[src/verilog/sift_pixel_pkg.sv]
`default_nettype none

// pixel, DoG and coordinate definitions shared by the datapath
package sift_pixel_pkg;

  // greyscale depth of every pyramid level
  localparam int IMG_BIT_DEPTH = 8;

  // one coordinate, enough for a 256 pixel side
  localparam int COORD_BITS = 8;

  // one extra bit so that the level difference keeps its sign
  localparam int DOG_BITS = IMG_BIT_DEPTH + 1;

  // x, y and the dog image select
  localparam int KEYPOINT_BITS = 2 * COORD_BITS + 1;

  typedef logic [IMG_BIT_DEPTH-1:0] pixel_t;

  // sharper level minus fuzzier level
  typedef logic signed [DOG_BITS-1:0] dog_sample_t;

  // x sits in the top bits of the word
  typedef struct packed {
    logic [COORD_BITS-1:0] x;
    logic [COORD_BITS-1:0] y;
    // 0 selects L1-L2, 1 selects L2-L3
    logic                  dog_index;
  } keypoint_fields_t;

  // fields inside the design, raw word at the top level port
  typedef union packed {
    keypoint_fields_t         fields;
    logic [KEYPOINT_BITS-1:0] raw;
  } keypoint_t;

endpackage

`default_nettype wire

[src/verilog/sift_ctrl_pkg.sv]
`default_nettype none

// sequencing definitions for the controller and the raster counter
package sift_ctrl_pkg;

  // top level phases of one run
  typedef enum logic [2:0] {
    IDLE,
    DOG_FILL,
    SCAN,
    EMIT_FIRST,
    EMIT_SECOND,
    FINISH
  } phase_t;

  // 3x3 neighborhood in raster order, 0 is top left
  typedef logic [3:0] nbr_idx_t;

  // center of the neighborhood, also the count of samples read before it
  localparam int NBR_CENTER = 4;

  // bottom right neighbor, last read of a center
  localparam int NBR_LAST = 8;

endpackage

`default_nettype wire

[src/verilog/keypoint_control.sv]
`timescale 1ns/10ps
`default_nettype none

// phase FSM, keypoint output handshake and done pulse
module keypoint_control (
  input wire                                    clk,
  input wire                                    arst_n,
  input wire                                    start,
  input wire                                    fill_last,
  input wire                                    nbr_last,
  input wire                                    scan_last,
  input wire                                    first_is_extremum,
  input wire                                    second_is_extremum,
  input wire [sift_pixel_pkg::COORD_BITS-1:0]   center_x,
  input wire [sift_pixel_pkg::COORD_BITS-1:0]   center_y,
  input wire                                    keypoint_ready,
  output sift_ctrl_pkg::phase_t                 phase,
  output logic                                  advance,
  output logic                                  fill_active,
  output logic                                  sample_en,
  output logic                                  busy,
  output logic                                  done,
  output logic                                  keypoint_valid,
  output sift_pixel_pkg::keypoint_t             keypoint_data
);

  sift_ctrl_pkg::phase_t phase_d;

  // last write of the fill pass is still in flight
  logic fill_drain;
  // all nine reads issued, flags are valid this cycle
  logic eval_cycle;
  // second image also flagged while the first is on the output
  logic second_pending;

  always_comb begin
    phase_d     = phase;
    advance     = 1'b0;
    fill_active = 1'b0;
    sample_en   = 1'b0;
    case (phase)
      sift_ctrl_pkg::IDLE: begin
        if (start) begin
          phase_d = sift_ctrl_pkg::DOG_FILL;
        end
      end
      sift_ctrl_pkg::DOG_FILL: begin
        if (!fill_drain) begin
          fill_active = 1'b1;
          advance     = 1'b1;
        end else begin
          phase_d = sift_ctrl_pkg::SCAN;
        end
      end
      sift_ctrl_pkg::SCAN: begin
        if (!eval_cycle) begin
          // hold on the last neighbor so the center stays for evaluation
          sample_en = 1'b1;
          advance   = !nbr_last;
        end else if (first_is_extremum) begin
          phase_d = sift_ctrl_pkg::EMIT_FIRST;
        end else if (second_is_extremum) begin
          phase_d = sift_ctrl_pkg::EMIT_SECOND;
        end else begin
          advance = 1'b1;
          if (scan_last) begin
            phase_d = sift_ctrl_pkg::FINISH;
          end
        end
      end
      sift_ctrl_pkg::EMIT_FIRST: begin
        if (keypoint_ready) begin
          if (second_pending) begin
            phase_d = sift_ctrl_pkg::EMIT_SECOND;
          end else begin
            advance = 1'b1;
            phase_d = scan_last ? sift_ctrl_pkg::FINISH : sift_ctrl_pkg::SCAN;
          end
        end
      end
      sift_ctrl_pkg::EMIT_SECOND: begin
        // counter frozen until the word is taken
        if (keypoint_ready) begin
          advance = 1'b1;
          phase_d = scan_last ? sift_ctrl_pkg::FINISH : sift_ctrl_pkg::SCAN;
        end
      end
      default: begin
        phase_d = sift_ctrl_pkg::IDLE;
      end
    endcase
  end

  always_ff @(posedge clk or negedge arst_n) begin
    if (!arst_n) begin
      phase          <= sift_ctrl_pkg::IDLE;
      fill_drain     <= 1'b0;
      eval_cycle     <= 1'b0;
      second_pending <= 1'b0;
    end else begin
      phase      <= phase_d;
      fill_drain <= (phase == sift_ctrl_pkg::DOG_FILL) && !fill_drain && fill_last;
      eval_cycle <= (phase == sift_ctrl_pkg::SCAN) && !eval_cycle && nbr_last;
      if ((phase == sift_ctrl_pkg::SCAN) && eval_cycle) begin
        second_pending <= second_is_extremum;
      end
    end
  end

  // status decoded from the phase register
  assign busy           = (phase != sift_ctrl_pkg::IDLE);
  assign done           = (phase == sift_ctrl_pkg::FINISH);
  assign keypoint_valid = (phase == sift_ctrl_pkg::EMIT_FIRST)
                       || (phase == sift_ctrl_pkg::EMIT_SECOND);

  // center held by the frozen counter, so the word is stable while valid
  always_comb begin
    keypoint_data.fields.x         = center_x;
    keypoint_data.fields.y         = center_y;
    keypoint_data.fields.dog_index = (phase == sift_ctrl_pkg::EMIT_SECOND);
  end

endmodule

`default_nettype wire

[config.mk]
export PLATFORM = sky130hd
export DESIGN_NAME = keypoint_control
export DESIGN_NICKNAME = d
export VERILOG_FILES = /design/src/verilog/sift_pixel_pkg.sv /design/src/verilog/sift_ctrl_pkg.sv /design/src/verilog/keypoint_control.sv
export SDC_FILE = /design/constraint.sdc
export NUM_CORES = 1
export LEC_CHECK = 0
export ABC_AREA = 1
export BUFFER_PORTS_ARGS = -buffer_cell sky130_fd_sc_hd__buf_2
export CELL_PAD_IN_SITES_DETAIL_PLACEMENT = 1
export CELL_PAD_IN_SITES_GLOBAL_PLACEMENT = 1
export CORE_MARGIN = 2
export CORE_UTILIZATION = 25
export CTS_CLUSTER_SIZE = 12
export DETAILED_ROUTE_END_ITERATION = 8
export PLACE_DENSITY = 0.91
export SLEW_MARGIN = 10
export SYNTH_ARGS = -nofsm -noshare
export SYNTH_HDL_FRONTEND = slang
export SYNTH_SLANG_ARGS = --single-unit
[constraint.sdc]
create_clock -name clk -period 2.9 [get_ports clk]
set_clock_uncertainty 0.2 [all_clocks]
set_input_delay 0.145 -clock clk [delete_from_list [all_inputs] [get_ports clk]]
set_output_delay 0.145 -clock clk [all_outputs]
set_load 0.005 [all_outputs]
==> flow_summary.toml <==
[cts]
clk_path_buf_depth = 2
cts_root_buffer = "clkbuf_4"
h-tree-depth = 1
clk_pin_slew_ns = 0.04
cts_tree = "done"
clock_sinks = 6
postCtsResizedCells = 0
insertion_delay_ns = 0.25
cts_inserted_buffers = 3

[grt]
met2_usage_pct = 22.71
grt-ovfl-total = 0
grt_max_degree = 9
antenna_found_initial = 0
grtUsageMet1_pct = 13.79
grt_pass1_wl_mm = 2.553
grt_busiest_layer = "met2"
track_usage_pct = 12.54
grt_pass1_vias = 613
grt.met3_usage_pct = 3.390

[worst_hold_path]
holdPathStages = 4
holdCritPathClass = "in -> reg"
hold_start = "keypoint_ready"

[floorplanning]
ios = 51
std_cell_rows = 17
die_y_um = 53.17
dieArea_um2 = 2827
chipWidth_um = 53.17
coreArea_um2 = 2255
start_util_pct = 26.80

[final_layout]
fin_area_um2 = 671.9
nets = 132
drive_gt1_share_pct = 28.57
post-route-util_pct = 29.80
area_growth_pct = 11.18
fillCellCount = 318
diodes = 0

[pwr]
switchingPower_mw = 0.2838
power.clock.fraction_pct = 13.6
power_leakage_nw = 0.3981
peakVddDrop_v = 0.0003534
swShare_pct = 48.46
share_seq_of_total_power_pct = 27.5
pwr-share-comb_pct = 58.9
powerDensity_nw_per_um2 = 871.6
p_int_mw = 0.3018

[place]
hpwl_mm = 1.252
gp_congestion = 0.7870
pre_cts_ws_ns = 1.280
portBuffers = 18
placed_area_um2 = 609.3

[route]
vias = 590
vias_per_cell = 4.436
drc = 0
wl_per_cell_um = 11.41
drtIter0Drc = 7
final_antenna_net_count = 0
routed_wl_mm = 1.517
drtPass1Iterations = 4

[synth]
syn_nets = 121
syn_area_um2 = 604.3
synthCells = 96
syn_avg_cell_area_um2 = 6.295
yosys.area.top_type = "dfrtp_1"
yosysUniqueCellTypes = 18
synth-seq-cells = 6
synth_area_leaders = "dfrtp_1 25%, buf_4 20%, nand2_1 13%"
ys_warn_count = 0
synth_top_area_share_pct = 24.84
synth-seq-area-share_pct = 24.84

[worst_setup_path]
worst-r2r-cell-count = 8
worstSetupEndpointType = "output port"
cp_slowest_cell = "dfrtp_1"
startpoint_type = "flip-flop"
crit_fanout = 7
cp.required_ns = 2.56
reg2reg_slack_ns = 1.33
worstPathArrival_ns = 1.52
crit_path_start = "phase[2]"
path_class = "reg -> out"
critPathMaxStageDelay_ns = 0.45
r2r-start = "phase[1]"
path_cells = "inv_2 -> nand3_1 -> nor2_2 -> inv_1 -> o21ai_1 -> nor2_1 -> nand2_1 -> buf_2"

[timing]
worst_pin_slew_ns = 0.3224
layout_min_cycle_time_ns = 1.865
finalWorstSetupSlack_ns = 1.035
drv_slew = 0
slew_headroom_pct = 78.43
rsz0062_at_grt = "no"
finalHoldViolCount = 0
setup_tns_ns = 0
finalCritPeriodShare_pct = 64.32
fmax_mhz = 536.1
setup_viol = 0

[status]
outcome = "finished clean"

[flow_run]
maxCapViolations = 0
-- placed cells by master (no fill, tap or decap), drive strengths merged --
master / count
a21oi: 2
buf: 18
clkbuf: 3
dfrtp: 6
dlygate4sd3: 4
inv: 15
nand2: 22
nand3: 11
nand3b: 1
nor2: 17
nor3: 2
o21ai: 3
or2: 1
-- registers in the layout (all words and copies together) (netlist names) --
name / flops
phase: 3
eval_cycle: 1
fill_drain: 1
second_pending: 1
-- through the flow --
stage / cells / hold WS [ns] / power (mW)
2_1_floorplan: 96 / -0.3506 / 0.4051
3_3_place_gp: 126 / -0.2181 / 0.4938
3_5_place_dp: 126 / -0.2120 / 0.5086
4_1_cts: 133 / 0.02220 / 0.5968
5_1_grt: 133 / 0.03364 / 0.6610
6_report: 133 / 0.02598 / 0.5856
-- Yosys cell counts --
cell	count
nor2_1	13
nand2_2	1
nand2_1	21
inv_2	1
nor2_2	3
nand3b_1	1
buf_4	16
or2_2	1
nor2_4	1
nand3_1	10
nor3_2	1
o21ai_1	1
a21oi_1	2
inv_1	14
dfrtp_1	6
nor3_1	1
nand3_2	1
o21ai_0	2
-- critical path, delay by kind of cell (launching register included) --
family | cells | cell delay [ns]
buffers and inverters | 3 | 0.33
DFF | 1 | 0.45
and+or+nand+nor | 4 | 0.43
AOI/OAI and AO/OA | 1 | 0.07
-- final cells by class --
type	instances	area (um2)	area share [%]
multi-input cells	59	277.8	41.34
flip-flops and latches	6	150.1	22.35
repair buffers	22	130.1	19.37
inverters	15	56.30	8.380
well taps	28	35.03	5.214
clock buffers	3	22.52	3.352
-- final timing paths --
path                               to
max                           advance
min                          phase[2]
max reg2reg                  phase[1]
min reg2reg                fill_drain
max in group asynchronous    phase[1]
min in group asynchronous  fill_drain
-- power groups by stage --
stage	Clock [mW]	Sequential [mW]	Combinational, mW
after floorplan	0	0.154	0.251
after global placement	0	0.160	0.334
after detailed placement	0	0.162	0.347
after CTS	0.0830	0.161	0.353
after global routing	0.0893	0.164	0.407
final	0.0798	0.161	0.345
-- cells by family after synthesis --
family | synth area share (%)
AOI/OAI and AO/OA | 4.140
DFF | 24.84
and+or+nand+nor | 41.82
buffers and inverters | 29.19
-- metal layers --
layer / wire length, um / share of wire [%]
met1: 618 / 41
met2: 757 / 50
met3: 130 / 8.6
met4: 10 / 0.66
met5: 0 / 0
-- repair_timing --
item / in CTS / in global routing
hold buffers: 4 / 0
hold endpoints to repair: 9 / 0
setup buffers: 0 / 0
setup endpoints to repair: 0 / 0
No activity file was read; power rests on OpenSTA's default activity.
