## config.mk

```make
export PLATFORM = sky130hd
export DESIGN_NAME = dog_ram_flat
export DESIGN_NICKNAME = d
export VERILOG_FILES = /design/src/verilog/sift_pixel_pkg.sv /design/src/verilog/dog_ram_if.sv /design/src/verilog/dog_ram.sv /design/src/flat_wrapper.sv
export SDC_FILE = /design/constraint.sdc
export NUM_CORES = 2
export LEC_CHECK = 0
export BUFFER_PORTS_ARGS = -buffer_cell sky130_fd_sc_hd__buf_2
export CORE_MARGIN = 2
export CORE_UTILIZATION = 52
export DETAILED_ROUTE_END_ITERATION = 6
export GPL_TIMING_DRIVEN = 0
export PLACE_DENSITY = 0.77
export SKIP_CTS_REPAIR_TIMING = 1
export SYNTH_ARGS = -nofsm -noshare
export SYNTH_HDL_FRONTEND = slang
export SYNTH_SLANG_ARGS = --single-unit
```

## constraint.sdc

```tcl
create_clock -name clk -period 2.6 [get_ports clk]
set_input_delay 0.52 -clock clk [delete_from_list [all_inputs] [get_ports clk]]
set_output_delay 0.52 -clock clk [all_outputs]
set_load 0.01 [all_outputs]
```

## src/verilog/sift_pixel_pkg.sv

```systemverilog
`default_nettype none

// pixel, DoG and coordinate definitions shared by the datapath
package sift_pixel_pkg;

  // greyscale depth of every pyramid level
  localparam int IMG_BIT_DEPTH = 8;

  // one coordinate, enough for a 256 pixel side
  localparam int COORD_BITS = 8;

  // one extra bit so that the level difference keeps its sign
  localparam int DOG_BITS = IMG_BIT_DEPTH + 1;

  // x, y and the dog image select
  localparam int KEYPOINT_BITS = 2 * COORD_BITS + 1;

  typedef logic [IMG_BIT_DEPTH-1:0] pixel_t;

  // sharper level minus fuzzier level
  typedef logic signed [DOG_BITS-1:0] dog_sample_t;

  // x sits in the top bits of the word
  typedef struct packed {
    logic [COORD_BITS-1:0] x;
    logic [COORD_BITS-1:0] y;
    // 0 selects L1-L2, 1 selects L2-L3
    logic                  dog_index;
  } keypoint_fields_t;

  // fields inside the design, raw word at the top level port
  typedef union packed {
    keypoint_fields_t         fields;
    logic [KEYPOINT_BITS-1:0] raw;
  } keypoint_t;

endpackage

`default_nettype wire

```

## src/verilog/dog_ram_if.sv

```systemverilog
`timescale 1ns/10ps
`default_nettype none

// write and read side of one DoG image RAM
interface dog_ram_if #(
  parameter int DIMENSION = 16
);

  localparam int ADDR_BITS = $clog2(DIMENSION * DIMENSION);

  // write side, filled once per run
  logic                        wr_en;
  logic [ADDR_BITS-1:0]        wr_addr;
  sift_pixel_pkg::dog_sample_t wr_data;

  // read side, one cycle from address to data
  logic [ADDR_BITS-1:0]        rd_addr;
  sift_pixel_pkg::dog_sample_t rd_data;

  modport writer (output wr_en, output wr_addr, output wr_data);

  // the read address comes from the shared raster counter
  modport reader (input rd_data);

  modport ram (
    input  wr_en, input wr_addr, input wr_data,
    input  rd_addr,
    output rd_data
  );

endinterface

`default_nettype wire

```

## src/verilog/dog_ram.sv

```systemverilog
`timescale 1ns/10ps
`default_nettype none

// simple dual port RAM holding one DoG image
module dog_ram #(
  parameter int DIMENSION = 16
) (
  input wire     clk,
  dog_ram_if.ram mem
);

  localparam int DEPTH = DIMENSION * DIMENSION;

  // one entry per pixel, raster order
  sift_pixel_pkg::dog_sample_t store [DEPTH];

  // write port
  always_ff @(posedge clk) begin
    if (mem.wr_en) begin
      store[mem.wr_addr] <= mem.wr_data;
    end
  end

  // registered read, data follows the address by one cycle
  // a write and a read of the same entry in one cycle return the old value
  always_ff @(posedge clk) begin
    mem.rd_data <= store[mem.rd_addr];
  end

endmodule

`default_nettype wire

```

## src/flat_wrapper.sv

```systemverilog
// flat-port wrapper written by rule: the top's interface ports become plain ports
module dog_ram_flat 
#(
  parameter int DIMENSION = 16
)
  (clk, mem_wr_en, mem_wr_addr, mem_wr_data, mem_rd_addr, mem_rd_data);
  dog_ram_if #(.DIMENSION(DIMENSION)) mem_i ();
  input wire clk;
  input wire logic [$bits(mem_i.wr_en)-1:0] mem_wr_en;
  input wire logic [$bits(mem_i.wr_addr)-1:0] mem_wr_addr;
  input wire logic [$bits(mem_i.wr_data)-1:0] mem_wr_data;
  input wire logic [$bits(mem_i.rd_addr)-1:0] mem_rd_addr;
  output wire logic [$bits(mem_i.rd_data)-1:0] mem_rd_data;
  assign mem_i.wr_en = mem_wr_en;
  assign mem_i.wr_addr = mem_wr_addr;
  assign mem_i.wr_data = mem_wr_data;
  assign mem_i.rd_addr = mem_rd_addr;
  assign mem_rd_data = mem_i.rd_data;
  dog_ram #(.DIMENSION(DIMENSION)) u_core (.clk(clk), .mem(mem_i));
endmodule
```

==> Flow_metrics.wiki <==
{| class="wikitable"
! Metric !! Value
|-
| Wire length after detailed routing || 296,000 um
|-
| Initial Util || 52.3%
|-
| Post-synth ARST share || 0%
|-
| Number of setup violations in the final report || 845
|-
| Hold Fails Final Rpt || 0
|-
| Post-synth net total || 4,324
|-
| Sinks on the clock net || 2,313
|-
| Post-Synthesis Cells || 4,297
|-
| Type of the most critical hold path || in2reg
|-
| Maximum clock rate || 332 MHz
|-
| Post-layout min period || 3.01 ns
|-
| Most instantiated library cell after synthesis || sky130_fd_sc_hd__edfxtp_1
|-
| Detailed-router iteration count before antenna repair || 7
|-
| Routed wirelength normalized by instance count || 41.6 um
|-
| Worst r2r src || u_core.store[134][2]
|-
| Sequential fraction of the synthesis area || 77.3%
|-
| Number of levels the H-tree was split into || 4
|-
| Critical path class || in2reg
|-
| Total count of max-transition violations in the final report || 0
|-
| Total number of vias || 51,100
|-
| Leading cell types by total area after synthesis || sky130_fd_sc_hd__edfxtp_1 77%, sky130_fd_sc_hd__mux4_2 12%, sky130_fd_sc_hd__mux2i_1 2.0%
|-
| Static leakage power || 0.0318 uW
|-
| R2R Setup Slk || -0.12 ns
|-
| Cell taking the most area after synthesis || sky130_fd_sc_hd__edfxtp_1
|-
| Largest buffer count on any clock path || 3
|-
| Crit. Startpoint || mem_wr_addr[1]
|-
| Setup WS pre-CTS || -3.07 ns
|-
| Register bit count reported by yosys || 2,313
|-
| Largest fanout of any net on the critical path || 11
|-
| Post-layout instance area || 103,000 sq um
|-
| Width of the die || 419 um
|-
| Failing checks || DRC, capacitance limit, setup timing
|-
| Max-slew headroom || 0.0565%
|-
| Pin count of the biggest net entering global routing || 161
|-
| Antenna violations before repair || 21
|-
| Result of the run || finished with violations
|-
| Clock Latency Late Sink || 0.89 ns
|-
| Critical Path Sink || u_core.store[50][5]
|-
| Violation count after the first detailed-route iteration || 10,200
|-
| Clock root buffer || sky130_fd_sc_hd__clkbuf_16
|-
| RePlAce Congestion || 1.04
|-
| # port buffers || 28
|-
| End of the worst register-to-register path || u_core.mem.rd_data[2]
|-
| Max IR drop VDD || 797 uV
|-
| WP data arrival || 3.58 ns
|-
| Wire length of the first global-routing pass || 392,000 um
|-
| Total gr overflow || 0
|-
| Avg Inst Size Synth || 20.9 sq um
|-
| Count of unresolved DRC violations after routing || 7
|-
| Count of pins on the block boundary || 36
|-
| Count of yosys warnings during synthesis || 0
|-
| Count of maximum capacitance violations || 1
|-
| Worst hold slack across all endpoints || 0.138 ns
|-
| Global routing usage summed across all routing layers || 33.3%
|-
| Critical Path Sink Type || flip-flop
|-
| Number of global-route vias before repair || 48,000
|-
| Unrepaired setup endpoints after global routing || yes
|-
| Final Worst Setup Slack || -0.414 ns
|-
| Startpoint type of the worst setup path || primary input
|-
| Post-Route Skew || 0.0471 ns
|-
| Post-synth top area share || 77.1%
|-
| Cell row count || 152
|-
| Critical path data required time || 3.16 ns
|-
| Number of buffers inserted during clock tree synthesis || 216
|-
| Clock transition at the registers of the reported paths || 0.06 ns
|-
| Length in cells of the worst reg-to-reg path || 6
|-
| Clock tree from TritonCTS || done
|-
| Post-DP Area || 93,100 sq um
|-
| Total power density per cell area || 759 nW/um^2
|-
| Mapped Area || 89,700 sq um
|-
| Share of post-route cells with drive strength above 1 || 28.8%
|-
| Unique masters post-synth || 61
|-
| Die Area || 176,000 sq um
|-
| Routed via count divided by cell count || 7.17
|-
| Accumulated negative setup slack || -118.19 ns
|-
| Slew at the pin closest to its max-slew limit || 1.50 ns
|-
| Vertical die dimension || 419 um
|-
| Antenna-violating nets left || 0
|-
| Area Growth Syn to Fin || 14.4%
|-
| Most instantiated flip-flop cell in the synthesis netlist || sky130_fd_sc_hd__edfxtp_1
|-
| Leading cell types by count after synthesis || 2,304 x sky130_fd_sc_hd__edfxtp_1, 464 x sky130_fd_sc_hd__mux4_2, 299 x sky130_fd_sc_hd__nor2_1
|-
| Post-synth EDFFs || 2,304
|-
| Core footprint || 172,000 sq um
|-
| Placed wire-length estimate after detailed placement || 187,000 um
|-
| Count of nets after finishing || 4,640
|-
| Number of fillers in the final layout || 11,700
|-
| Final critical-path share of the clock period || 116%
|}
-- stage by stage --
stage / std cells / power (uW) / util, %
finish: 7119 / 78000 / 59.9
global route: 7104 / 79000 / 59.8
CTS: 7037 / 77100 / 58.3
detailed placement: 6644 / 46400 / 54.3
global placement: 6635 / 46400 / 54.1
floorplan: 4297 / 44000 / -
-- per-layer routing --
layer  share of wire (%)  track usage, %  vias up  wire, um
li1                    -               -    18600         -
met1                  31            41.1    25700     92800
met2                  43            47.1     5459    128000
met3                  17            14.0     1268     49000
met4                 8.7            24.7       16     25900
met5               0.065           0.361        -       192
-- placed cells by master, fill, tap and decap left out, types with 46 or more instances in the layout --
master	synthesis	final
sky130_fd_sc_hd__a21oi_1	94	87
sky130_fd_sc_hd__a22oi_1	172	165
sky130_fd_sc_hd__buf_2	58	47
sky130_fd_sc_hd__clkbuf_1	108	83
sky130_fd_sc_hd__clkinv_2	0	46
sky130_fd_sc_hd__mux2i_1	176	175
sky130_fd_sc_hd__mux4_2	464	464
sky130_fd_sc_hd__nor2_1	299	152
sky130_fd_sc_hd__edfxtp_1	2304	2304
sky130_fd_sc_hd__buf_4	36	83
sky130_fd_sc_hd__nor2_2	0	56
sky130_fd_sc_hd__buf_6	38	65
sky130_fd_sc_hd__nand2_1	80	78
sky130_fd_sc_hd__nor2_4	0	91
sky130_fd_sc_hd__clkbuf_16	0	216
-- cell families after synthesis --
kind of cell           after synthesis  synth area share [%]
flip-flops                        2313                  77.3
multiplexers                       671                  14.0
AND/OR/NAND/NOR                    546                  2.69
AO/OA/AOI/OAI                      492                  3.91
buffers and inverters              275                  2.06
-- sequential cells by signal (all words and copies together), names as in the netlist --
register	cells
u_core.mem.rd_data	9
u_core.store	2304
-- power breakdown --
part	switching, uW	internal (uW)
logic	3660	1480
registers	30.6	41100
clock network	14300	17400
-- how the worst min path moves through the flow --
stage | to | depth (start not counted) | slack [ns] | from
global placement | mem_rd_data[4] | 1 | 0.92 | u_core.mem.rd_data[4]
detailed placement | mem_rd_data[4] | 1 | 0.92 | u_core.mem.rd_data[4]
global route | u_core.store[79][2] | 1 | 0.16 | mem_wr_data[2]
finish | u_core.store[45][0] | 1 | 0.14 | mem_wr_data[0]
CTS | u_core.store[240][2] | 1 | 0.13 | mem_wr_data[2]
floorplan | u_core.store[0][0] | 0 | 0.62 | mem_wr_data[0]
-- final cells by class --
cell class / count / area (sq um) / share of cell area (%)
clock inverter: 132 / 1410 / 1.37
timing repair buffer: 99 / 963 / 0.938
buffer: 268 / 2320 / 2.26
tap: 2310 / 2890 / 2.81
sequential: 2313 / 69400 / 67.6
inverter: 6 / 22.5 / 0.0219
multi-input combinational: 1709 / 20100 / 19.6
antenna: 21 / 52.6 / 0.0512
clock buffer: 261 / 5570 / 5.43
-- critical path: stages --
cell and delay (ns):
sky130_fd_sc_hd__clkbuf_1 0.47, sky130_fd_sc_hd__nor2b_1 0.20, sky130_fd_sc_hd__clkbuf_1 0.54, sky130_fd_sc_hd__nand3_1 0.70
sky130_fd_sc_hd__buf_2 0.59, sky130_fd_sc_hd__nor2_1 0.26, sky130_fd_sc_hd__buf_4 0.26
No activity file was read; power rests on OpenSTA's default activity.
