`src/verilog/sift_pixel_pkg.sv`:
```
`default_nettype none

// pixel, DoG and coordinate definitions shared by the datapath
package sift_pixel_pkg;

  // greyscale depth of every pyramid level
  localparam int IMG_BIT_DEPTH = 8;

  // one coordinate, enough for a 256 pixel side
  localparam int COORD_BITS = 8;

  // one extra bit so that the level difference keeps its sign
  localparam int DOG_BITS = IMG_BIT_DEPTH + 1;

  // x, y and the dog image select
  localparam int KEYPOINT_BITS = 2 * COORD_BITS + 1;

  typedef logic [IMG_BIT_DEPTH-1:0] pixel_t;

  // sharper level minus fuzzier level
  typedef logic signed [DOG_BITS-1:0] dog_sample_t;

  // x sits in the top bits of the word
  typedef struct packed {
    logic [COORD_BITS-1:0] x;
    logic [COORD_BITS-1:0] y;
    // 0 selects L1-L2, 1 selects L2-L3
    logic                  dog_index;
  } keypoint_fields_t;

  // fields inside the design, raw word at the top level port
  typedef union packed {
    keypoint_fields_t         fields;
    logic [KEYPOINT_BITS-1:0] raw;
  } keypoint_t;

endpackage

`default_nettype wire

```
`src/verilog/sift_ctrl_pkg.sv`:
```
`default_nettype none

// sequencing definitions for the controller and the raster counter
package sift_ctrl_pkg;

  // top level phases of one run
  typedef enum logic [2:0] {
    IDLE,
    DOG_FILL,
    SCAN,
    EMIT_FIRST,
    EMIT_SECOND,
    FINISH
  } phase_t;

  // 3x3 neighborhood in raster order, 0 is top left
  typedef logic [3:0] nbr_idx_t;

  // center of the neighborhood, also the count of samples read before it
  localparam int NBR_CENTER = 4;

  // bottom right neighbor, last read of a center
  localparam int NBR_LAST = 8;

endpackage

`default_nettype wire

```
`src/verilog/pixel_scan_counter.sv`:
```
`timescale 1ns/10ps
`default_nettype none

// raster counter for the fill pass and the 3x3 neighbor sweep
module pixel_scan_counter #(
  parameter int DIMENSION = 16
) (
  input wire                                       clk,
  input wire                                       arst_n,
  input sift_ctrl_pkg::phase_t                     phase,
  input wire                                       advance,
  output logic [$clog2(DIMENSION*DIMENSION)-1:0]   pix_addr,
  output sift_ctrl_pkg::nbr_idx_t                  nbr_idx,
  output logic [sift_pixel_pkg::COORD_BITS-1:0]    center_x,
  output logic [sift_pixel_pkg::COORD_BITS-1:0]    center_y,
  output logic                                     fill_last,
  output logic                                     nbr_last,
  output logic                                     scan_last
);

  localparam int ADDR_BITS  = $clog2(DIMENSION * DIMENSION);
  localparam int COORD_BITS = sift_pixel_pkg::COORD_BITS;

  // interior centers run from 1 to DIMENSION-2
  localparam logic [COORD_BITS-1:0] FIRST_CENTER = COORD_BITS'(1);
  localparam logic [COORD_BITS-1:0] LAST_CENTER  = COORD_BITS'(DIMENSION - 2);

  logic [ADDR_BITS-1:0] fill_cnt;
  logic [ADDR_BITS-1:0] scan_addr;

  assign fill_last = (fill_cnt == ADDR_BITS'(DIMENSION * DIMENSION - 1));
  assign nbr_last  = (nbr_idx == 4'(sift_ctrl_pkg::NBR_LAST));
  assign scan_last = (center_x == LAST_CENTER) && (center_y == LAST_CENTER);

  // neighbor address from the center and the row and column offset
  always_comb begin
    int row_off;
    int col_off;
    row_off   = (nbr_idx >= 4'd6) ? 2 : ((nbr_idx >= 4'd3) ? 1 : 0);
    col_off   = int'(nbr_idx) - 3 * row_off;
    scan_addr = ADDR_BITS'((int'(center_y) + row_off - 1) * DIMENSION
                           + int'(center_x) + col_off - 1);
  end

  // pyramid and both RAM reads share this address
  assign pix_addr = (phase == sift_ctrl_pkg::DOG_FILL) ? fill_cnt : scan_addr;

  always_ff @(posedge clk or negedge arst_n) begin
    if (!arst_n) begin
      fill_cnt <= '0;
      nbr_idx  <= '0;
      center_x <= FIRST_CENTER;
      center_y <= FIRST_CENTER;
    end else if (phase == sift_ctrl_pkg::IDLE) begin
      // rewind for the next run
      fill_cnt <= '0;
      nbr_idx  <= '0;
      center_x <= FIRST_CENTER;
      center_y <= FIRST_CENTER;
    end else if (advance) begin
      if (phase == sift_ctrl_pkg::DOG_FILL) begin
        fill_cnt <= fill_last ? '0 : fill_cnt + 1'b1;
      end else if (nbr_last) begin
        // neighborhood done, move to the next center, x is the inner loop
        nbr_idx <= '0;
        if (center_x == LAST_CENTER) begin
          center_x <= FIRST_CENTER;
          center_y <= center_y + 1'b1;
        end else begin
          center_x <= center_x + 1'b1;
        end
      end else begin
        nbr_idx <= nbr_idx + 1'b1;
      end
    end
  end

endmodule

`default_nettype wire

```
`config.mk`:
```
export PLATFORM = sky130hd
export DESIGN_NAME = pixel_scan_counter
export DESIGN_NICKNAME = d
export VERILOG_FILES = /design/src/verilog/sift_pixel_pkg.sv /design/src/verilog/sift_ctrl_pkg.sv /design/src/verilog/pixel_scan_counter.sv
export SDC_FILE = /design/constraint.sdc
export NUM_CORES = 1
export LEC_CHECK = 0
export ABC_AREA = 1
export BUFFER_PORTS_ARGS = -buffer_cell sky130_fd_sc_hd__buf_2
export CAP_MARGIN = 20
export CORE_UTILIZATION = 35
export CTS_BUF_LIST = sky130_fd_sc_hd__clkbuf_8 sky130_fd_sc_hd__clkbuf_16
export DETAILED_ROUTE_END_ITERATION = 8
export GPL_TIMING_DRIVEN = 0
export SYNTH_ARGS = -nofsm -noshare
export SYNTH_HDL_FRONTEND = slang
export SYNTH_SLANG_ARGS = --single-unit
```
`constraint.sdc`:
```
create_clock -name clk -period 5.25 [get_ports clk]
set_clock_uncertainty 0.15 [all_clocks]
set_input_delay 0 -clock clk [delete_from_list [all_inputs] [get_ports clk]]
set_output_delay 0 -clock clk [all_outputs]
set_load 0.1 [all_outputs]
```
==> summary.txt <==
Clocking
  – Clock latency on the worst-skew pair: 0.28 ns
  – # H-tree levels: 1
  – Longest Clk Path Bufs: 2
  – Num CTS Buffers: 3
  – CTS tree: yes
  – CTS clk-pin slew, worst paths: 0.10 ns
  – Post-CTS setup repair buffer count: 0
  – CTS Root Buffer Type: clkbuf_8
  – Clk sink count: 28

Place
  – Placed Cells: 435
  – Port Buffer Count: 36
  – Place WS: 0.7613 ns
  – DP HPWL: 4.175 mm
  – Gp weighted congestion: 0.8240

Logic synthesis
  – Mean Syn Cell Area: 7.660 µm²
  – Yosys reg bits: 28
  – Register area share after synthesis: 28.78%
  – Mapped Area: 2444 µm²
  – Syn Inst Count: 319
  – Yosys warnings: 0
  – Syn nets: 362
  – Synth cell types: 32

Timing
  – Worst-margin pin slew: 0.6486 ns
  – Hold Fails Final Rpt: 0
  – Unrepaired setup endpoints after global routing: no
  – Relative slew slack: 56.76%
  – Hold slack: 0.02345 ns
  – Max Clk Rate: 0.2093 GHz
  – Min cycle time layout: 4.779 ns
  – Final setup violation count: 0
  – Tcrit/Tclk final: 91.02%
  – Max-slew violation count: 0
  – Final setup margin: 0.4714 ns

Route
  – Via/cell ratio: 4.857
  – Residual DRC: 1
  – Vias: 2,142
  – Initial DRC count: 102
  – Final wirelength: 5.176 mm
  – Post-route ant nets: 0
  – Drt pass-1 iters: 6
  – WL/cell: 11.74 µm

Worst setup path
  – Crit-path max FO: 5
  – Worst setup SP type: flip-flop
  – CP max-delay cell: fa_1
  – Cells along the critical path: inv_1, ha_1, inv_1, o21ai_0, nor2_1, ha_1, inv_1, ha_1, o21a_1, nor3_1, xor2_1, ha_1, fa_1, inv_1, ha_1, a21oi_1, o21ai_0, a21oi_1, inv_1, nand2_1, nand3_1, nand2_1, buf_2
  – Worst path max stage delay: 0.51 ns
  – CP required: 5.10 ns
  – CP Class: flip-flop to output port
  – WP data arrival: 4.63 ns
  – Endpoint class of the critical path: output port

Cells and area
  – Layout cells sized above 1: 17.73%
  – Area Overhead vs Synth: 15.62%
  – Final instance count without filler cells: 441
  – Final Net Count: 405
  – Diodes inserted: 0

Global routing
  – Initial antenna violation count: 0
  – Total Routing Usage GR: 15.63%
  – Total grt overflow: 0
  – Largest net degree at the start of global routing: 29
  – Vias in the first global route: 2,055
  – First-pass GRT wire length: 9.101 mm

Job
  – MaxCap Viol Count: 0

Floorplan
  – Die height: 85.56 µm
  – Initial Util: 36.17%
  – Area of the die: 7320 µm²
  – Floorplan core area: 6756 µm²
  – I/O pin count: 37
  – Row Count: 30
  – Die W: 85.56 µm

Run status
  – Status: complete, but fails checks
  – Failing checks: DRC

Min path
  – Worst hold-check path type: primary input to flip-flop
==> worst max-delay path: cells and delay by family, from the launching register on <==
| family | cells | cell delay [ns] |
|---|---|---|
| DFF | 1 | 0.42 |
| xor gates and xnor gates | 1 | 0.10 |
| and+or+nand+nor | 5 | 0.51 |
| adders and majority gates | 6 | 1.71 |
| AOI/OAI and AO/OA | 5 | 0.86 |
| buffers and inverters | 6 | 0.76 |
==> repair_timing <==
action                                 in CTS  in global routing
endpoints found under the hold margin      29                  0
hold buffers                                2                  0
resized for setup                           0                  0
==> layout make-up <==
| type | count | area, µm² |
|---|---|---|
| Fill cell | 715 | 3931 |
| Multi-Input combinational cell | 224 | 1466 |
| Sequential cell | 28 | 703.2 |
| Inverter | 61 | 230.2 |
| Timing Repair Buffer | 38 | 200.2 |
| Tap cell | 80 | 100.1 |
| Buffer | 6 | 53.80 |
| Clock buffer | 3 | 41.29 |
| Clock inverter | 1 | 30.03 |
==> stage by stage <==
| stage | cell area [µm²] | utilization [%] | setup TNS [ns] |
|---|---|---|---|
| after floorplan | 2454 | - | -0.1710 |
| final | 2825 | 41.81 | 0 |
| after CTS | 2825 | 41.81 | 0 |
| after detailed placement | 2734 | 40.46 | 0 |
| after global routing | 2825 | 41.81 | 0 |
| after global placement | 2734 | 40.46 | 0 |
==> Yosys cell counts <==
library cell,number,area share (%)
a21oi_1,17,3.5
a21oi_2,1,0.36
a31oi_1,2,0.51
and3_1,1,0.26
buf_2,1,0.20
buf_6,4,1.8
clkbuf_1,1,0.15
clkinv_1,1,0.15
clkinv_2,1,0.20
dfrtp_1,26,27
dfstp_2,2,2.2
fa_1,6,4.9
ha_1,31,16
inv_1,57,8.8
inv_2,2,0.31
nand2_1,56,8.6
nand2_2,4,1.0
nand3_1,21,4.3
nand3_2,2,0.82
nand4_1,9,2.3
nor2_1,21,3.2
nor2_2,3,0.77
nor2_4,1,0.46
nor3_1,5,1.0
nor4_1,1,0.26
o21a_1,1,0.31
o21ai_0,24,4.9
o22ai_1,3,0.77
o31ai_1,2,0.61
o31ai_2,1,0.51
xnor2_1,5,1.8
xor2_1,7,2.5
==> logic make-up (layout without fill, tap and decap cells) <==
family / Yosys count / after routing / synth area share (%)
AO/OA/AOI/OAI: 51 / 51 / 11.47
XOR/XNOR: 12 / 12 / 4.301
adder cells (fa/ha/maj): 37 / 37 / 20.79
buffers and inverters: 67 / 109 / 11.62
flip-flops: 28 / 28 / 28.78
AND/OR/NAND/NOR: 124 / 124 / 23.04
==> per-layer routing <==
metal / part of all wire, % / track usage, % / vias up
met5: 0 / 0 / -
met3: 3.5 / 2.599 / 6
met4: 1.5 / 4.394 / 0
li1: - / - / 1120
met1: 48 / 20.19 / 975
met2: 47 / 26.98 / 41
==> registers in the layout (all words and copies together), names as in the netlist <==
| name | cells |
|---|---|
| fill_cnt | 8 |
| center_x | 8 |
| center_y | 8 |
| nbr_idx | 4 |
==> placed cells by master, fill, tap and decap left out, types with 4 or more instances in the layout <==
cell	netlist	routed
inv_1	57	57
nand2_1	56	56
buf_2	1	37
ha_1	31	31
dfrtp_1	26	26
o21ai_0	24	22
nor2_1	21	21
nand3_1	21	21
a21oi_1	17	17
nand4_1	9	9
xor2_1	7	7
fa_1	6	6
nor3_1	5	5
xnor2_1	5	5
buf_6	4	4
nand2_2	4	4
==> worst paths after layout <==
path                       cells after the start  slack, ns   startpoint          end
setup / recovery                              23       0.47   nbr_idx[0]  pix_addr[7]
hold / removal                                 5       0.02     phase[1]  fill_cnt[7]
setup reg to reg                              12       3.25   nbr_idx[1]  center_y[2]
hold reg to reg                                2       0.38  center_x[0]  center_x[0]
max in group asynchronous                      2       4.42       arst_n  fill_cnt[0]
min in group asynchronous                      2       0.11       arst_n  center_x[5]
Power is left out: the tool's default activity adds up to more than one toggle a clock period on the data nets, which glitch-free logic cannot reach.
