[src/verilog/sift_pixel_pkg.sv]
`default_nettype none

// pixel, DoG and coordinate definitions shared by the datapath
package sift_pixel_pkg;

  // greyscale depth of every pyramid level
  localparam int IMG_BIT_DEPTH = 8;

  // one coordinate, enough for a 256 pixel side
  localparam int COORD_BITS = 8;

  // one extra bit so that the level difference keeps its sign
  localparam int DOG_BITS = IMG_BIT_DEPTH + 1;

  // x, y and the dog image select
  localparam int KEYPOINT_BITS = 2 * COORD_BITS + 1;

  typedef logic [IMG_BIT_DEPTH-1:0] pixel_t;

  // sharper level minus fuzzier level
  typedef logic signed [DOG_BITS-1:0] dog_sample_t;

  // x sits in the top bits of the word
  typedef struct packed {
    logic [COORD_BITS-1:0] x;
    logic [COORD_BITS-1:0] y;
    // 0 selects L1-L2, 1 selects L2-L3
    logic                  dog_index;
  } keypoint_fields_t;

  // fields inside the design, raw word at the top level port
  typedef union packed {
    keypoint_fields_t         fields;
    logic [KEYPOINT_BITS-1:0] raw;
  } keypoint_t;

endpackage

`default_nettype wire

[src/verilog/dog_ram_if.sv]
`timescale 1ns/10ps
`default_nettype none

// write and read side of one DoG image RAM
interface dog_ram_if #(
  parameter int DIMENSION = 16
);

  localparam int ADDR_BITS = $clog2(DIMENSION * DIMENSION);

  // write side, filled once per run
  logic                        wr_en;
  logic [ADDR_BITS-1:0]        wr_addr;
  sift_pixel_pkg::dog_sample_t wr_data;

  // read side, one cycle from address to data
  logic [ADDR_BITS-1:0]        rd_addr;
  sift_pixel_pkg::dog_sample_t rd_data;

  modport writer (output wr_en, output wr_addr, output wr_data);

  // the read address comes from the shared raster counter
  modport reader (input rd_data);

  modport ram (
    input  wr_en, input wr_addr, input wr_data,
    input  rd_addr,
    output rd_data
  );

endinterface

`default_nettype wire

[src/verilog/dog_compute.sv]
`timescale 1ns/10ps
`default_nettype none

// forms both difference of gaussian images while the pyramid is streamed
module dog_compute #(
  parameter int DIMENSION = 16
) (
  input wire                                     clk,
  input wire                                     arst_n,
  input wire                                     fill_active,
  input wire [$clog2(DIMENSION*DIMENSION)-1:0]   pix_addr,
  input sift_pixel_pkg::pixel_t                  l1_data,
  input sift_pixel_pkg::pixel_t                  l2_data,
  input sift_pixel_pkg::pixel_t                  l3_data,
  dog_ram_if.writer                              first_wr,
  dog_ram_if.writer                              second_wr
);

  localparam int ADDR_BITS = $clog2(DIMENSION * DIMENSION);

  // pyramid data belongs to the address of the previous cycle
  logic                 active_d;
  logic [ADDR_BITS-1:0] addr_d;

  // zero extend both pixels, then subtract in 9 bits
  function automatic sift_pixel_pkg::dog_sample_t dog_diff(
    input sift_pixel_pkg::pixel_t sharper,
    input sift_pixel_pkg::pixel_t fuzzier
  );
    return sift_pixel_pkg::dog_sample_t'({1'b0, sharper})
         - sift_pixel_pkg::dog_sample_t'({1'b0, fuzzier});
  endfunction

  always_ff @(posedge clk or negedge arst_n) begin
    if (!arst_n) begin
      active_d <= 1'b0;
    end else begin
      active_d <= fill_active;
    end
  end

  // address only matters while active_d is set
  always_ff @(posedge clk) begin
    addr_d <= pix_addr;
  end

  // both images land in the same cycle at the same address
  assign first_wr.wr_en    = active_d;
  assign first_wr.wr_addr  = addr_d;
  assign first_wr.wr_data  = dog_diff(l1_data, l2_data);

  assign second_wr.wr_en   = active_d;
  assign second_wr.wr_addr = addr_d;
  assign second_wr.wr_data = dog_diff(l2_data, l3_data);

endmodule

`default_nettype wire

[src/flat_wrapper.sv]
// flat-port wrapper written by rule: the top's interface ports become plain ports
module dog_compute_flat 
#(
  parameter int DIMENSION = 16
)
  (clk, arst_n, fill_active, pix_addr, l1_data, l2_data, l3_data, first_wr_wr_en, first_wr_wr_addr, first_wr_wr_data, second_wr_wr_en, second_wr_wr_addr, second_wr_wr_data);
  dog_ram_if #(.DIMENSION(DIMENSION)) first_wr_i ();
  dog_ram_if #(.DIMENSION(DIMENSION)) second_wr_i ();
  input wire clk;
  input wire arst_n;
  input wire fill_active;
  input wire [$clog2(DIMENSION*DIMENSION)-1:0] pix_addr;
  input sift_pixel_pkg::pixel_t l1_data;
  input sift_pixel_pkg::pixel_t l2_data;
  input sift_pixel_pkg::pixel_t l3_data;
  output wire logic [$bits(first_wr_i.wr_en)-1:0] first_wr_wr_en;
  output wire logic [$bits(first_wr_i.wr_addr)-1:0] first_wr_wr_addr;
  output wire logic [$bits(first_wr_i.wr_data)-1:0] first_wr_wr_data;
  output wire logic [$bits(second_wr_i.wr_en)-1:0] second_wr_wr_en;
  output wire logic [$bits(second_wr_i.wr_addr)-1:0] second_wr_wr_addr;
  output wire logic [$bits(second_wr_i.wr_data)-1:0] second_wr_wr_data;
  assign first_wr_wr_en = first_wr_i.wr_en;
  assign first_wr_wr_addr = first_wr_i.wr_addr;
  assign first_wr_wr_data = first_wr_i.wr_data;
  assign second_wr_wr_en = second_wr_i.wr_en;
  assign second_wr_wr_addr = second_wr_i.wr_addr;
  assign second_wr_wr_data = second_wr_i.wr_data;
  dog_compute #(.DIMENSION(DIMENSION)) u_core (.clk(clk), .arst_n(arst_n), .fill_active(fill_active), .pix_addr(pix_addr), .l1_data(l1_data), .l2_data(l2_data), .l3_data(l3_data), .first_wr(first_wr_i), .second_wr(second_wr_i));
endmodule
[config.mk]
export PLATFORM = sky130hd
export DESIGN_NAME = dog_compute_flat
export DESIGN_NICKNAME = d
export VERILOG_FILES = /design/src/verilog/sift_pixel_pkg.sv /design/src/verilog/dog_ram_if.sv /design/src/verilog/dog_compute.sv /design/src/flat_wrapper.sv
export SDC_FILE = /design/constraint.sdc
export NUM_CORES = 1
export LEC_CHECK = 0
export BUFFER_PORTS_ARGS = -buffer_cell sky130_fd_sc_hd__buf_4
export CELL_PAD_IN_SITES_DETAIL_PLACEMENT = 2
export CELL_PAD_IN_SITES_GLOBAL_PLACEMENT = 2
export CORE_MARGIN = 10
export CORE_UTILIZATION = 22
export CTS_BUF_LIST = sky130_fd_sc_hd__clkbuf_16
export CTS_CLUSTER_SIZE = 14
export DETAILED_ROUTE_END_ITERATION = 10
export PLACE_DENSITY = 0.83
export SETUP_SLACK_MARGIN = 0.5
export SLEW_MARGIN = 30
export SYNTH_ARGS = -nofsm -noshare
export SYNTH_HDL_FRONTEND = slang
export SYNTH_SLANG_ARGS = --single-unit
[constraint.sdc]
create_clock -name clk -period 2.6 [get_ports clk]
set_input_delay 0.39 -clock clk [delete_from_list [all_inputs] [get_ports clk]]
set_output_delay 0.39 -clock clk [all_outputs]
set_load 0.01 [all_outputs]
==> results.sh <==
export IMPL_status="finished clean"
export IMPL_antenna_found_initial=0
export IMPL_synth_top_area_cell="ha_1"
export IMPL_grt_max_degree=6
export IMPL_grt_use_total=0.109
export IMPL_synth_cells=113
export IMPL_power_frac_clock=0.331
export IMPL_yosys_most_used_dff="dfxtp_1"
export IMPL_num_vias=1064
export IMPL_crit_required_ns=2.21
export IMPL_yosys_warnings=0
export IMPL_pwr_share_seq=0.185
export IMPL_port_buffers=70
export IMPL_clock_sinks=9
export IMPL_whs_ns=0.254
export IMPL_power_w=0.000815
export IMPL_antenna_cells=0
export IMPL_hpwl_um=3430
export IMPL_hold_violations=0
export IMPL_worstPathCellList="buf_8, ha_4, fa_2, nor2b_4, o21ai_2, a21boi_2, o21ai_2, a21oi_2, buf_4"
export IMPL_multiInputGateArea_um2=718
export IMPL_place_area_um2=1500
export IMPL_synth_edf_count=0
export IMPL_first_pass_iters=4
export IMPL_async_flop_share=0.111
export IMPL_p_switching_w=0.000251
export IMPL_die_h_um=86.5
export IMPL_register_area_um2=185
export IMPL_crit_buf_inv=2
export IMPL_combPwrFrac=0.484
export IMPL_netlist_area_um2=972
export IMPL_crit_fanout=3
export IMPL_drc=0
export IMPL_synthTopCellsByArea="ha_1 (21%), dfxtp_1 (16%), inv_1 (8.9%), xnor2_1 (7.2%), buf_4 (6.9%)"
export IMPL_area_growth_pct=81.1
export IMPL_clk_pin_slew_worst_paths_ns=0.04
export IMPL_grt_pass1_vias=1304
export IMPL_syn_num_nets=166
export IMPL_ioPinCount=71
export IMPL_vias_per_cell=4.51
export IMPL_nets=238
export IMPL_grt_setup_unrepaired="yes"
export IMPL_drtIter0Drc=12
export IMPL_path_common_cell="o21ai_2"
export IMPL_final_antenna_net_count=0
export IMPL_grt_pass1_wl_um=6630
export IMPL_irDropWorstVdd_uv=415
export IMPL_numCtsBuffers=3
export IMPL_fin_setup_tns_ns=0
export IMPL_fill_cells=499
export IMPL_maxSlewViolCount=0
export IMPL_synth_most_common_cell="inv_1"
export IMPL_power_density_nw_per_um2=463
export IMPL_dieArea_um2=7480
export IMPL_dp_cells=226
export IMPL_setup_viol=0
export IMPL_syn_area_per_cell_um2=8.60
export IMPL_max_freq_mhz=452
export IMPL_start_kind="primary input"
export IMPL_hold_class="in -> reg"
export IMPL_yosysSeqAreaShare=0.190
export IMPL_worstSetupPathType="in -> out"
export IMPL_arrival_ns=1.82
export IMPL_finalCritPeriodShare=0.851
export IMPL_period_needed_ns=2.21
export IMPL_drive_above_1_share=0.571
export IMPL_ys_ff_latch=9
export IMPL_start_util=0.225
export IMPL_fp_dieW_um=86.5
export IMPL_fin_cells=236
export IMPL_cts_root_buf="clkbuf_16"
export IMPL_place_gp_congestion=0.778
export IMPL_core_area_um2=4320
export IMPL_cpPeakStageDelay_ns=0.37
export IMPL_gr_total_overflow=0
export IMPL_final_area_um2=1760
export IMPL_cap_violations=0
export IMPL_cellLeakagePower_nw=0.898
export IMPL_critPathSlowestCell="fa_2"
export IMPL_swShare=0.308
export IMPL_synth_cell_types=23
export IMPL_cp_end_kind="output pin"
export IMPL_critical_path_top_delay_family="compound AO/OA/AOI/OAI gates"
export IMPL_clock_tree_buffer_depth=2
export IMPL_rows=24
export IMPL_tightest_slew_ns=0.243
export IMPL_routedWlPerCell_um=17.3
export IMPL_wl_um=4070
export IMPL_p_int_w=0.000564
export IMPL_slew_limit_headroom=0.838
export IMPL_synth_top_area_share=0.206
export IMPL_yosys_top_cells_count="inv_1 (23), ha_1 (16), nor2_1 (10), buf_4 (9)"
export IMPL_tritoncts="yes"
export IMPL_cts_max_level=1
## cell usage in the layout (no fill, tap or decap), drive strengths merged
cell type     n
buf          75
o211ai        2
o21ai         4
nor3          2
dfxtp         8
o22ai         2
inv          24
dlygate4sd3   1
xnor2         8
a21oi         4
dfrtp         1
o21a          6
or3           2
clkbuf        3
a21boi        4
fa            2
o2bb2ai       2
o31a          2
nor2b         4
ha           16
nand2         2
nor2         10
## registers in the layout, indices dropped and copies added, names as in the netlist
name	cells
u_core.first_wr.wr_addr	8
u_core.first_wr.wr_en	1
## power groups by stage
stage          Clock [W]  Combinational, W  Sequential, W
2_1_floorplan          0          0.000187       0.000156
3_3_place_gp           0          0.000348       0.000152
3_5_place_dp           0          0.000363       0.000153
4_1_cts         0.000270          0.000383       0.000151
5_1_grt         0.000288          0.000435       0.000152
6_report        0.000269          0.000395       0.000151
## per-layer routing
metal / track usage / up-vias / part of all wire
met1: 0.104 / 487 / 0.36
met2: 0.185 / 66 / 0.46
met3: 0.0769 / 5 / 0.17
met5: 0 / - / 0
li1: - / 506 / -
met4: 0.0309 / 0 / 0.0098
## metrics by stage
stage | worst slack, ns | utilization
2_1_floorplan | 0.524 | -
3_3_place_gp | 0.247 | 0.346
3_5_place_dp | 0.157 | 0.346
4_1_cts | 0.318 | 0.384
5_1_grt | 0.283 | 0.407
6_report | 0.387 | 0.407
## final timing paths
path	startpoint	to	slack [ns]	depth (start not counted)
worst max-delay path	l2_data[0]	first_wr_wr_data[6]	0.39	9
worst min-delay path	pix_addr[2]	u_core.first_wr.wr_addr[2]	0.25	1
max in group asynchronous	arst_n	u_core.first_wr.wr_en	2.05	2
min in group asynchronous	arst_n	u_core.first_wr.wr_en	0.47	2
## cell families (layout without fill, tap and decap cells)
| logic type | count (synthesis) | in the layout | synth area share |
|---|---|---|---|
| flops | 9 | 9 | 0.190 |
| compound gates | 26 | 26 | 0.206 |
| xor+xnor | 8 | 8 | 0.0721 |
| simple gates | 20 | 20 | 0.126 |
| fa+ha+maj | 18 | 18 | 0.247 |
| buf+inv | 32 | 103 | 0.158 |
## cell type report
type / count / area share
inverter: 23 / 0.0576
multi-input combinational: 72 / 0.408
clock inverter: 1 / 0.00213
timing repair buffer: 76 / 0.348
tap: 52 / 0.0370
clock buffer: 3 / 0.0426
sequential: 9 / 0.105
## timing repair
item,CTS,global route
setup endpoints to repair,10,10
hold endpoints to repair,1,0
pin swaps,13,22
hold buffers,1,0
gates resized for setup,16,21
setup buffers,3,2
(Power assumes the default switching activity.)
