## src/verilog/sift_pixel_pkg.sv

```systemverilog
`default_nettype none

// pixel, DoG and coordinate definitions shared by the datapath
package sift_pixel_pkg;

  // greyscale depth of every pyramid level
  localparam int IMG_BIT_DEPTH = 8;

  // one coordinate, enough for a 256 pixel side
  localparam int COORD_BITS = 8;

  // one extra bit so that the level difference keeps its sign
  localparam int DOG_BITS = IMG_BIT_DEPTH + 1;

  // x, y and the dog image select
  localparam int KEYPOINT_BITS = 2 * COORD_BITS + 1;

  typedef logic [IMG_BIT_DEPTH-1:0] pixel_t;

  // sharper level minus fuzzier level
  typedef logic signed [DOG_BITS-1:0] dog_sample_t;

  // x sits in the top bits of the word
  typedef struct packed {
    logic [COORD_BITS-1:0] x;
    logic [COORD_BITS-1:0] y;
    // 0 selects L1-L2, 1 selects L2-L3
    logic                  dog_index;
  } keypoint_fields_t;

  // fields inside the design, raw word at the top level port
  typedef union packed {
    keypoint_fields_t         fields;
    logic [KEYPOINT_BITS-1:0] raw;
  } keypoint_t;

endpackage

`default_nettype wire

```

## src/verilog/sift_ctrl_pkg.sv

```systemverilog
`default_nettype none

// sequencing definitions for the controller and the raster counter
package sift_ctrl_pkg;

  // top level phases of one run
  typedef enum logic [2:0] {
    IDLE,
    DOG_FILL,
    SCAN,
    EMIT_FIRST,
    EMIT_SECOND,
    FINISH
  } phase_t;

  // 3x3 neighborhood in raster order, 0 is top left
  typedef logic [3:0] nbr_idx_t;

  // center of the neighborhood, also the count of samples read before it
  localparam int NBR_CENTER = 4;

  // bottom right neighbor, last read of a center
  localparam int NBR_LAST = 8;

endpackage

`default_nettype wire

```

## src/verilog/dog_ram_if.sv

```systemverilog
`timescale 1ns/10ps
`default_nettype none

// write and read side of one DoG image RAM
interface dog_ram_if #(
  parameter int DIMENSION = 16
);

  localparam int ADDR_BITS = $clog2(DIMENSION * DIMENSION);

  // write side, filled once per run
  logic                        wr_en;
  logic [ADDR_BITS-1:0]        wr_addr;
  sift_pixel_pkg::dog_sample_t wr_data;

  // read side, one cycle from address to data
  logic [ADDR_BITS-1:0]        rd_addr;
  sift_pixel_pkg::dog_sample_t rd_data;

  modport writer (output wr_en, output wr_addr, output wr_data);

  // the read address comes from the shared raster counter
  modport reader (input rd_data);

  modport ram (
    input  wr_en, input wr_addr, input wr_data,
    input  rd_addr,
    output rd_data
  );

endinterface

`default_nettype wire

```

## src/verilog/extrema_check.sv

```systemverilog
`timescale 1ns/10ps
`default_nettype none

// extremum test of one center over its 3x3 neighborhood in both DoG images
module extrema_check (
  input wire                      clk,
  input wire                      arst_n,
  input wire                      sample_en,
  input sift_ctrl_pkg::nbr_idx_t  nbr_idx,
  dog_ram_if.reader               first_rd,
  dog_ram_if.reader               second_rd,
  output logic                    first_is_extremum,
  output logic                    second_is_extremum
);

  localparam int NBR_CENTER = sift_ctrl_pkg::NBR_CENTER;

  // read request delayed to line up with RAM data
  logic                     en_d;
  sift_ctrl_pkg::nbr_idx_t  idx_d;

  // index 0 is the first image, 1 the second
  sift_pixel_pkg::dog_sample_t sample [2];
  // neighbors 0..3 arrive before the center
  sift_pixel_pkg::dog_sample_t early  [2][NBR_CENTER];
  sift_pixel_pkg::dog_sample_t center [2];

  // center above or below everything compared so far
  logic [1:0] above;
  logic [1:0] below;
  // state at the moment the center arrives
  logic [1:0] start_gt;
  logic [1:0] start_lt;
  // result including the final neighbor
  logic [1:0] flag;

  always_comb begin
    sample[0] = first_rd.rd_data;
    sample[1] = second_rd.rd_data;
    for (int img = 0; img < 2; img++) begin
      // in the center cycle sample holds the center itself
      // cross image compare against the other center
      start_gt[img] = sample[img] > sample[1-img];
      start_lt[img] = sample[img] < sample[1-img];
      for (int k = 0; k < NBR_CENTER; k++) begin
        start_gt[img] = start_gt[img] & (sample[img] > early[img][k]);
        start_lt[img] = start_lt[img] & (sample[img] < early[img][k]);
      end
      // strict on every comparand
      flag[img] = (above[img] && (center[img] > sample[img]))
               || (below[img] && (center[img] < sample[img]));
    end
  end

  always_ff @(posedge clk or negedge arst_n) begin
    if (!arst_n) begin
      en_d  <= 1'b0;
      idx_d <= '0;
      above <= '0;
      below <= '0;
    end else begin
      en_d  <= sample_en;
      idx_d <= nbr_idx;
      if (en_d && (idx_d == 4'(NBR_CENTER))) begin
        above <= start_gt;
        below <= start_lt;
      end else if (en_d && (idx_d > 4'(NBR_CENTER))) begin
        // neighbors after the center, narrow both trackers
        for (int img = 0; img < 2; img++) begin
          above[img] <= above[img] && (center[img] > sample[img]);
          below[img] <= below[img] && (center[img] < sample[img]);
        end
      end
    end
  end

  // sample buffers, overwritten for each center
  always_ff @(posedge clk) begin
    for (int img = 0; img < 2; img++) begin
      if (en_d && (idx_d < 4'(NBR_CENTER))) begin
        early[img][idx_d[1:0]] <= sample[img];
      end
      if (en_d && (idx_d == 4'(NBR_CENTER))) begin
        center[img] <= sample[img];
      end
    end
  end

  // valid only in the evaluation cycle, when the last neighbor is on rd_data
  assign first_is_extremum  = en_d && (idx_d == 4'(sift_ctrl_pkg::NBR_LAST)) && flag[0];
  assign second_is_extremum = en_d && (idx_d == 4'(sift_ctrl_pkg::NBR_LAST)) && flag[1];

endmodule

`default_nettype wire

```

## src/flat_wrapper.sv

```systemverilog
// flat-port wrapper written by rule: the top's interface ports become plain ports
module extrema_check_flat 
  (clk, arst_n, sample_en, nbr_idx, first_is_extremum, second_is_extremum, first_rd_rd_data, second_rd_rd_data);
  dog_ram_if first_rd_i ();
  dog_ram_if second_rd_i ();
  input wire clk;
  input wire arst_n;
  input wire sample_en;
  input sift_ctrl_pkg::nbr_idx_t nbr_idx;
  output logic first_is_extremum;
  output logic second_is_extremum;
  input wire logic [$bits(first_rd_i.rd_data)-1:0] first_rd_rd_data;
  input wire logic [$bits(second_rd_i.rd_data)-1:0] second_rd_rd_data;
  assign first_rd_i.rd_data = first_rd_rd_data;
  assign second_rd_i.rd_data = second_rd_rd_data;
  extrema_check u_core (.clk(clk), .arst_n(arst_n), .sample_en(sample_en), .nbr_idx(nbr_idx), .first_rd(first_rd_i), .second_rd(second_rd_i), .first_is_extremum(first_is_extremum), .second_is_extremum(second_is_extremum));
endmodule
```

## config.mk

```make
export PLATFORM = sky130hd
export DESIGN_NAME = extrema_check_flat
export DESIGN_NICKNAME = d
export VERILOG_FILES = /design/src/verilog/sift_pixel_pkg.sv /design/src/verilog/sift_ctrl_pkg.sv /design/src/verilog/dog_ram_if.sv /design/src/verilog/extrema_check.sv /design/src/flat_wrapper.sv
export SDC_FILE = /design/constraint.sdc
export NUM_CORES = 1
export LEC_CHECK = 0
export BUFFER_PORTS_ARGS = -buffer_cell sky130_fd_sc_hd__buf_2
export CORE_MARGIN = 2
export CORE_UTILIZATION = 55
export CTS_CLUSTER_DIAMETER = 200
export CTS_CLUSTER_SIZE = 25
export DETAILED_ROUTE_END_ITERATION = 7
export GPL_TIMING_DRIVEN = 1
export PLACE_DENSITY = 0.71
export SLEW_MARGIN = 20
export SYNTH_ARGS = -nofsm -noshare
export SYNTH_HDL_FRONTEND = slang
export SYNTH_SLANG_ARGS = --single-unit
export TNS_END_PERCENT = 50
```

## constraint.sdc

```tcl
create_clock -name clk -period 4.15 [get_ports clk]
set_input_delay 0.415 -clock clk [delete_from_list [all_inputs] [get_ports clk]]
set_output_delay 0.415 -clock clk [all_outputs]
set_load 0.01 [all_outputs]
```

==> reports/qor.yml <==
run_status: "completed"
timing.max_slew.rel_slack_pct: 36.4
worstReg2RegStart: "u_core.early[0][55]"
worst_r2r_path_depth: 9
timing.rr.end: "u_core.above[1]"
ys_seq_elements: 99
critical-path-slowest-cell: "or3b_2"
critical_path_maximum_fanout: 4
power.density_nw_per_um2: 302
floorplan.die_area_um2: 11000
cts-htree-levels: 3
maximum_clock_frequency_mhz: 347
core_area_um2: 9860
cp_cell_sequence: "ha_1 > nor2b_1 > o211ai_1 > a21boi_0 > o41ai_2 > or3b_2 > a21oi_1 > buf_2"
detail_route.wl_per_cell_um: 16.9
hold_violations: 0
synth_largest_area_cell: "edfxtp_1"
synth_top_cells_by_area: "edfxtp_1 (48%), ha_1 (22%), inv_1 (6.3%), dfrtp_1 (4.0%), a21oi_1 (2.1%)"
synth_seq_area_share_pct: 52.1
synth_warnings: 0
worst-setup-path-type: "reg -> out"
vdd.ir_drop.worst_mv: 0.168
grt_remaining_overflow: 0
report.final.slew_viol_count: 0
final_weighted_congestion_of_routability_driven_global_placement: 0.802
rsz0062_at_grt: "no"
clock_sinks: 99
die_h_um: 105
clock_latency_ns: 0.36
detailed_route_vias_per_instance: 5.51
fin_crit_sh_pct: 69.4
instances_no_fill: 656
post_cts.repair.setup_buffers: 0
layout-area-overhead-vs-synth_pct: 9.06
worstPathArrival_ns: 2.47
first_global_vias: 3772
synthTopCellsByCount: "ha_1 (99), inv_1 (94), edfxtp_1 (90)"
synth_edf_count: 90
rows: 36
worst_setup_path_end_kind: "output pin"
max-clock-path-buffers: 2
tritoncts: "built"
reg2reg_slack_ns: 1.98
drive_gt1_share_pct: 10.1
power_leakage_nw: 2.74
clkTransAtPathRegs_ns: 0.09
synth.cell_area_um2: 5620
groute.usage.overall_pct: 21.2
synth_most_common_cell: "ha_1"
fin_skew_ns: 0.00726
finalSetupViolCount: 0
total_cell_area_at_the_placement_stage_um2: 5950
design_area_final_um2: 6130
initial_antenna_violation_count: 0
yosys.area.top_type_share_pct: 48.1
drv_cap: 0
post_cts_resized: 0
critPathLaunchType: "flip-flop"
postRouteWirelength_um: 11100
maximum_single_stage_delay_on_the_critical_path_ns: 0.45
firstDrtPassIters: 4
placement_stage_worst_setup_slack_ns: 1.26
vias: 3612
die_x_um: 105
fin_nets: 642
yosys_most_used_dff: "edfxtp_1"
tns_ns: 0
numCtsBuffers: 9
cts-hold-fix-buffers: 1
worst_path_setup_slack_after_routing_ns: 1.27
worst_setup_path_endpoint: "first_is_extremum"
detailedPlacementHpwl_um: 8090
crit_required_ns: 3.73
fillCellCount: 789
hold_path_class: "in -> reg"
cp-startpoint: "u_core.center[0][1]"
worstMarginPinSlew_ns: 0.954
drc_errors: 0
postSynthCellCount: 477
clk_root_buf: "clkbuf_8"
finalCriticalPeriod_ns: 2.88
postSynthAreaPerCell_um2: 11.8
pin_count: 27
maximum_number_of_pins_on_one_net_before_global_route_repair: 24
grt_first_pass_wirelength_um: 17900
postSynth.asyncResetShare_pct: 9.09
dp_cells: 639
holdPathStages: 1
start_util_pct: 57.0
antenna_cells: 0
antenna_left: 0
postSynthNetCount: 601
yosys.cell_types.count: 46
io_buffer_count: 26
drt_iter0_markers: 174
==> worst min-delay path by stage <==
stage	slack, ns	to	startpoint
global placement	0.27	u_core.idx_d[1]	arst_n
finish	0.15	u_core.idx_d[1]	nbr_idx[1]
detailed placement	0.27	u_core.idx_d[1]	arst_n
floorplan	0.12	u_core.above[0]	arst_n
global route	0.13	u_core.idx_d[1]	nbr_idx[1]
CTS	0.14	u_core.idx_d[1]	nbr_idx[1]
==> kinds of logic (layout without fill, tap and decap cells) <==
logic type	Yosys count	after routing	synth area share, %
and+or+nand+nor	103	103	9.73
DFF	99	99	52.1
muxes	2	2	0.378
adders and majority gates	99	99	22.0
AOI/OAI and AO/OA	80	80	9.50
buffers and inverters	94	140	6.28
==> layout by cell type (no fill, tap or decap), drive strengths merged, types with 3 or more instances in the layout <==
master	count
a2111oi	3
a211oi	5
a21o	10
a21oi	24
a31oi	3
buf	29
clkbuf	12
clkinvlp	3
dfrtp	9
edfxtp	90
ha	99
inv	94
nand2	18
nand3	15
nand3b	5
nand4	15
nor2	17
nor2b	7
nor3	11
o21ai	14
o31ai	4
==> sequential cells by signal, indices dropped and copies added, names as in the netlist <==
name           count
u_core.center     18
u_core.early      72
u_core.idx_d       4
u_core.above       2
u_core.below       2
u_core.en_d        1
==> metrics by stage <==
| stage | power (W) | hold slack (ns) | util (%) |
|---|---|---|---|
| global route | 0.00193 | 0.134 | 62.2 |
| finish | 0.00185 | 0.152 | 62.2 |
| global placement | 0.00132 | 0.271 | 60.4 |
| floorplan | 0.00125 | 0.119 | - |
| detailed placement | 0.00133 | 0.272 | 60.4 |
| CTS | 0.00187 | 0.142 | 62.1 |
==> routing by layer <==
| metal | global-route usage (%) | vias up | wire [um] |
|---|---|---|---|
| met1 | 23.3 | 1726 | 4440 |
| li1 | - | 1822 | - |
| met5 | 0 | - | 0 |
| met4 | 5.90 | 0 | 123 |
| met3 | 3.24 | 10 | 467 |
| met2 | 41.7 | 54 | 6070 |
==> critical path, delay by kind of cell (launching register included) <==
family / cells / cell delay [ns]
adder cells (fa/ha/maj): 1 / 0.30
AND/OR/NAND/NOR: 2 / 0.59
flip-flops: 1 / 0.39
AO/OA/AOI/OAI: 4 / 0.69
buffers and inverters: 1 / 0.15
==> power by group <==
| part | internal, W | leakage [nW] | switching, W |
|---|---|---|---|
| registers | 0.00110 | 0.927 | 0.00000599 |
| logic | 0.0000801 | 1.74 | 0.000125 |
| clock network | 0.000218 | 0.0726 | 0.000322 |
| total | 0.00140 | 2.74 | 0.000453 |
==> cell type report <==
cell class                      count  area (um2)  share of cell area, %
Sequential cell                    99        2930                   47.8
Multi-Input combinational cell    284        2360                   38.5
Inverter                           94         353                   5.76
Tap cell                          133         166                   2.71
Timing Repair Buffer               30         163                   2.65
Clock buffer                       12         135                   2.20
Clock inverter                      4        27.5                  0.449
Note: power is estimated with default switching activity, not from simulation.
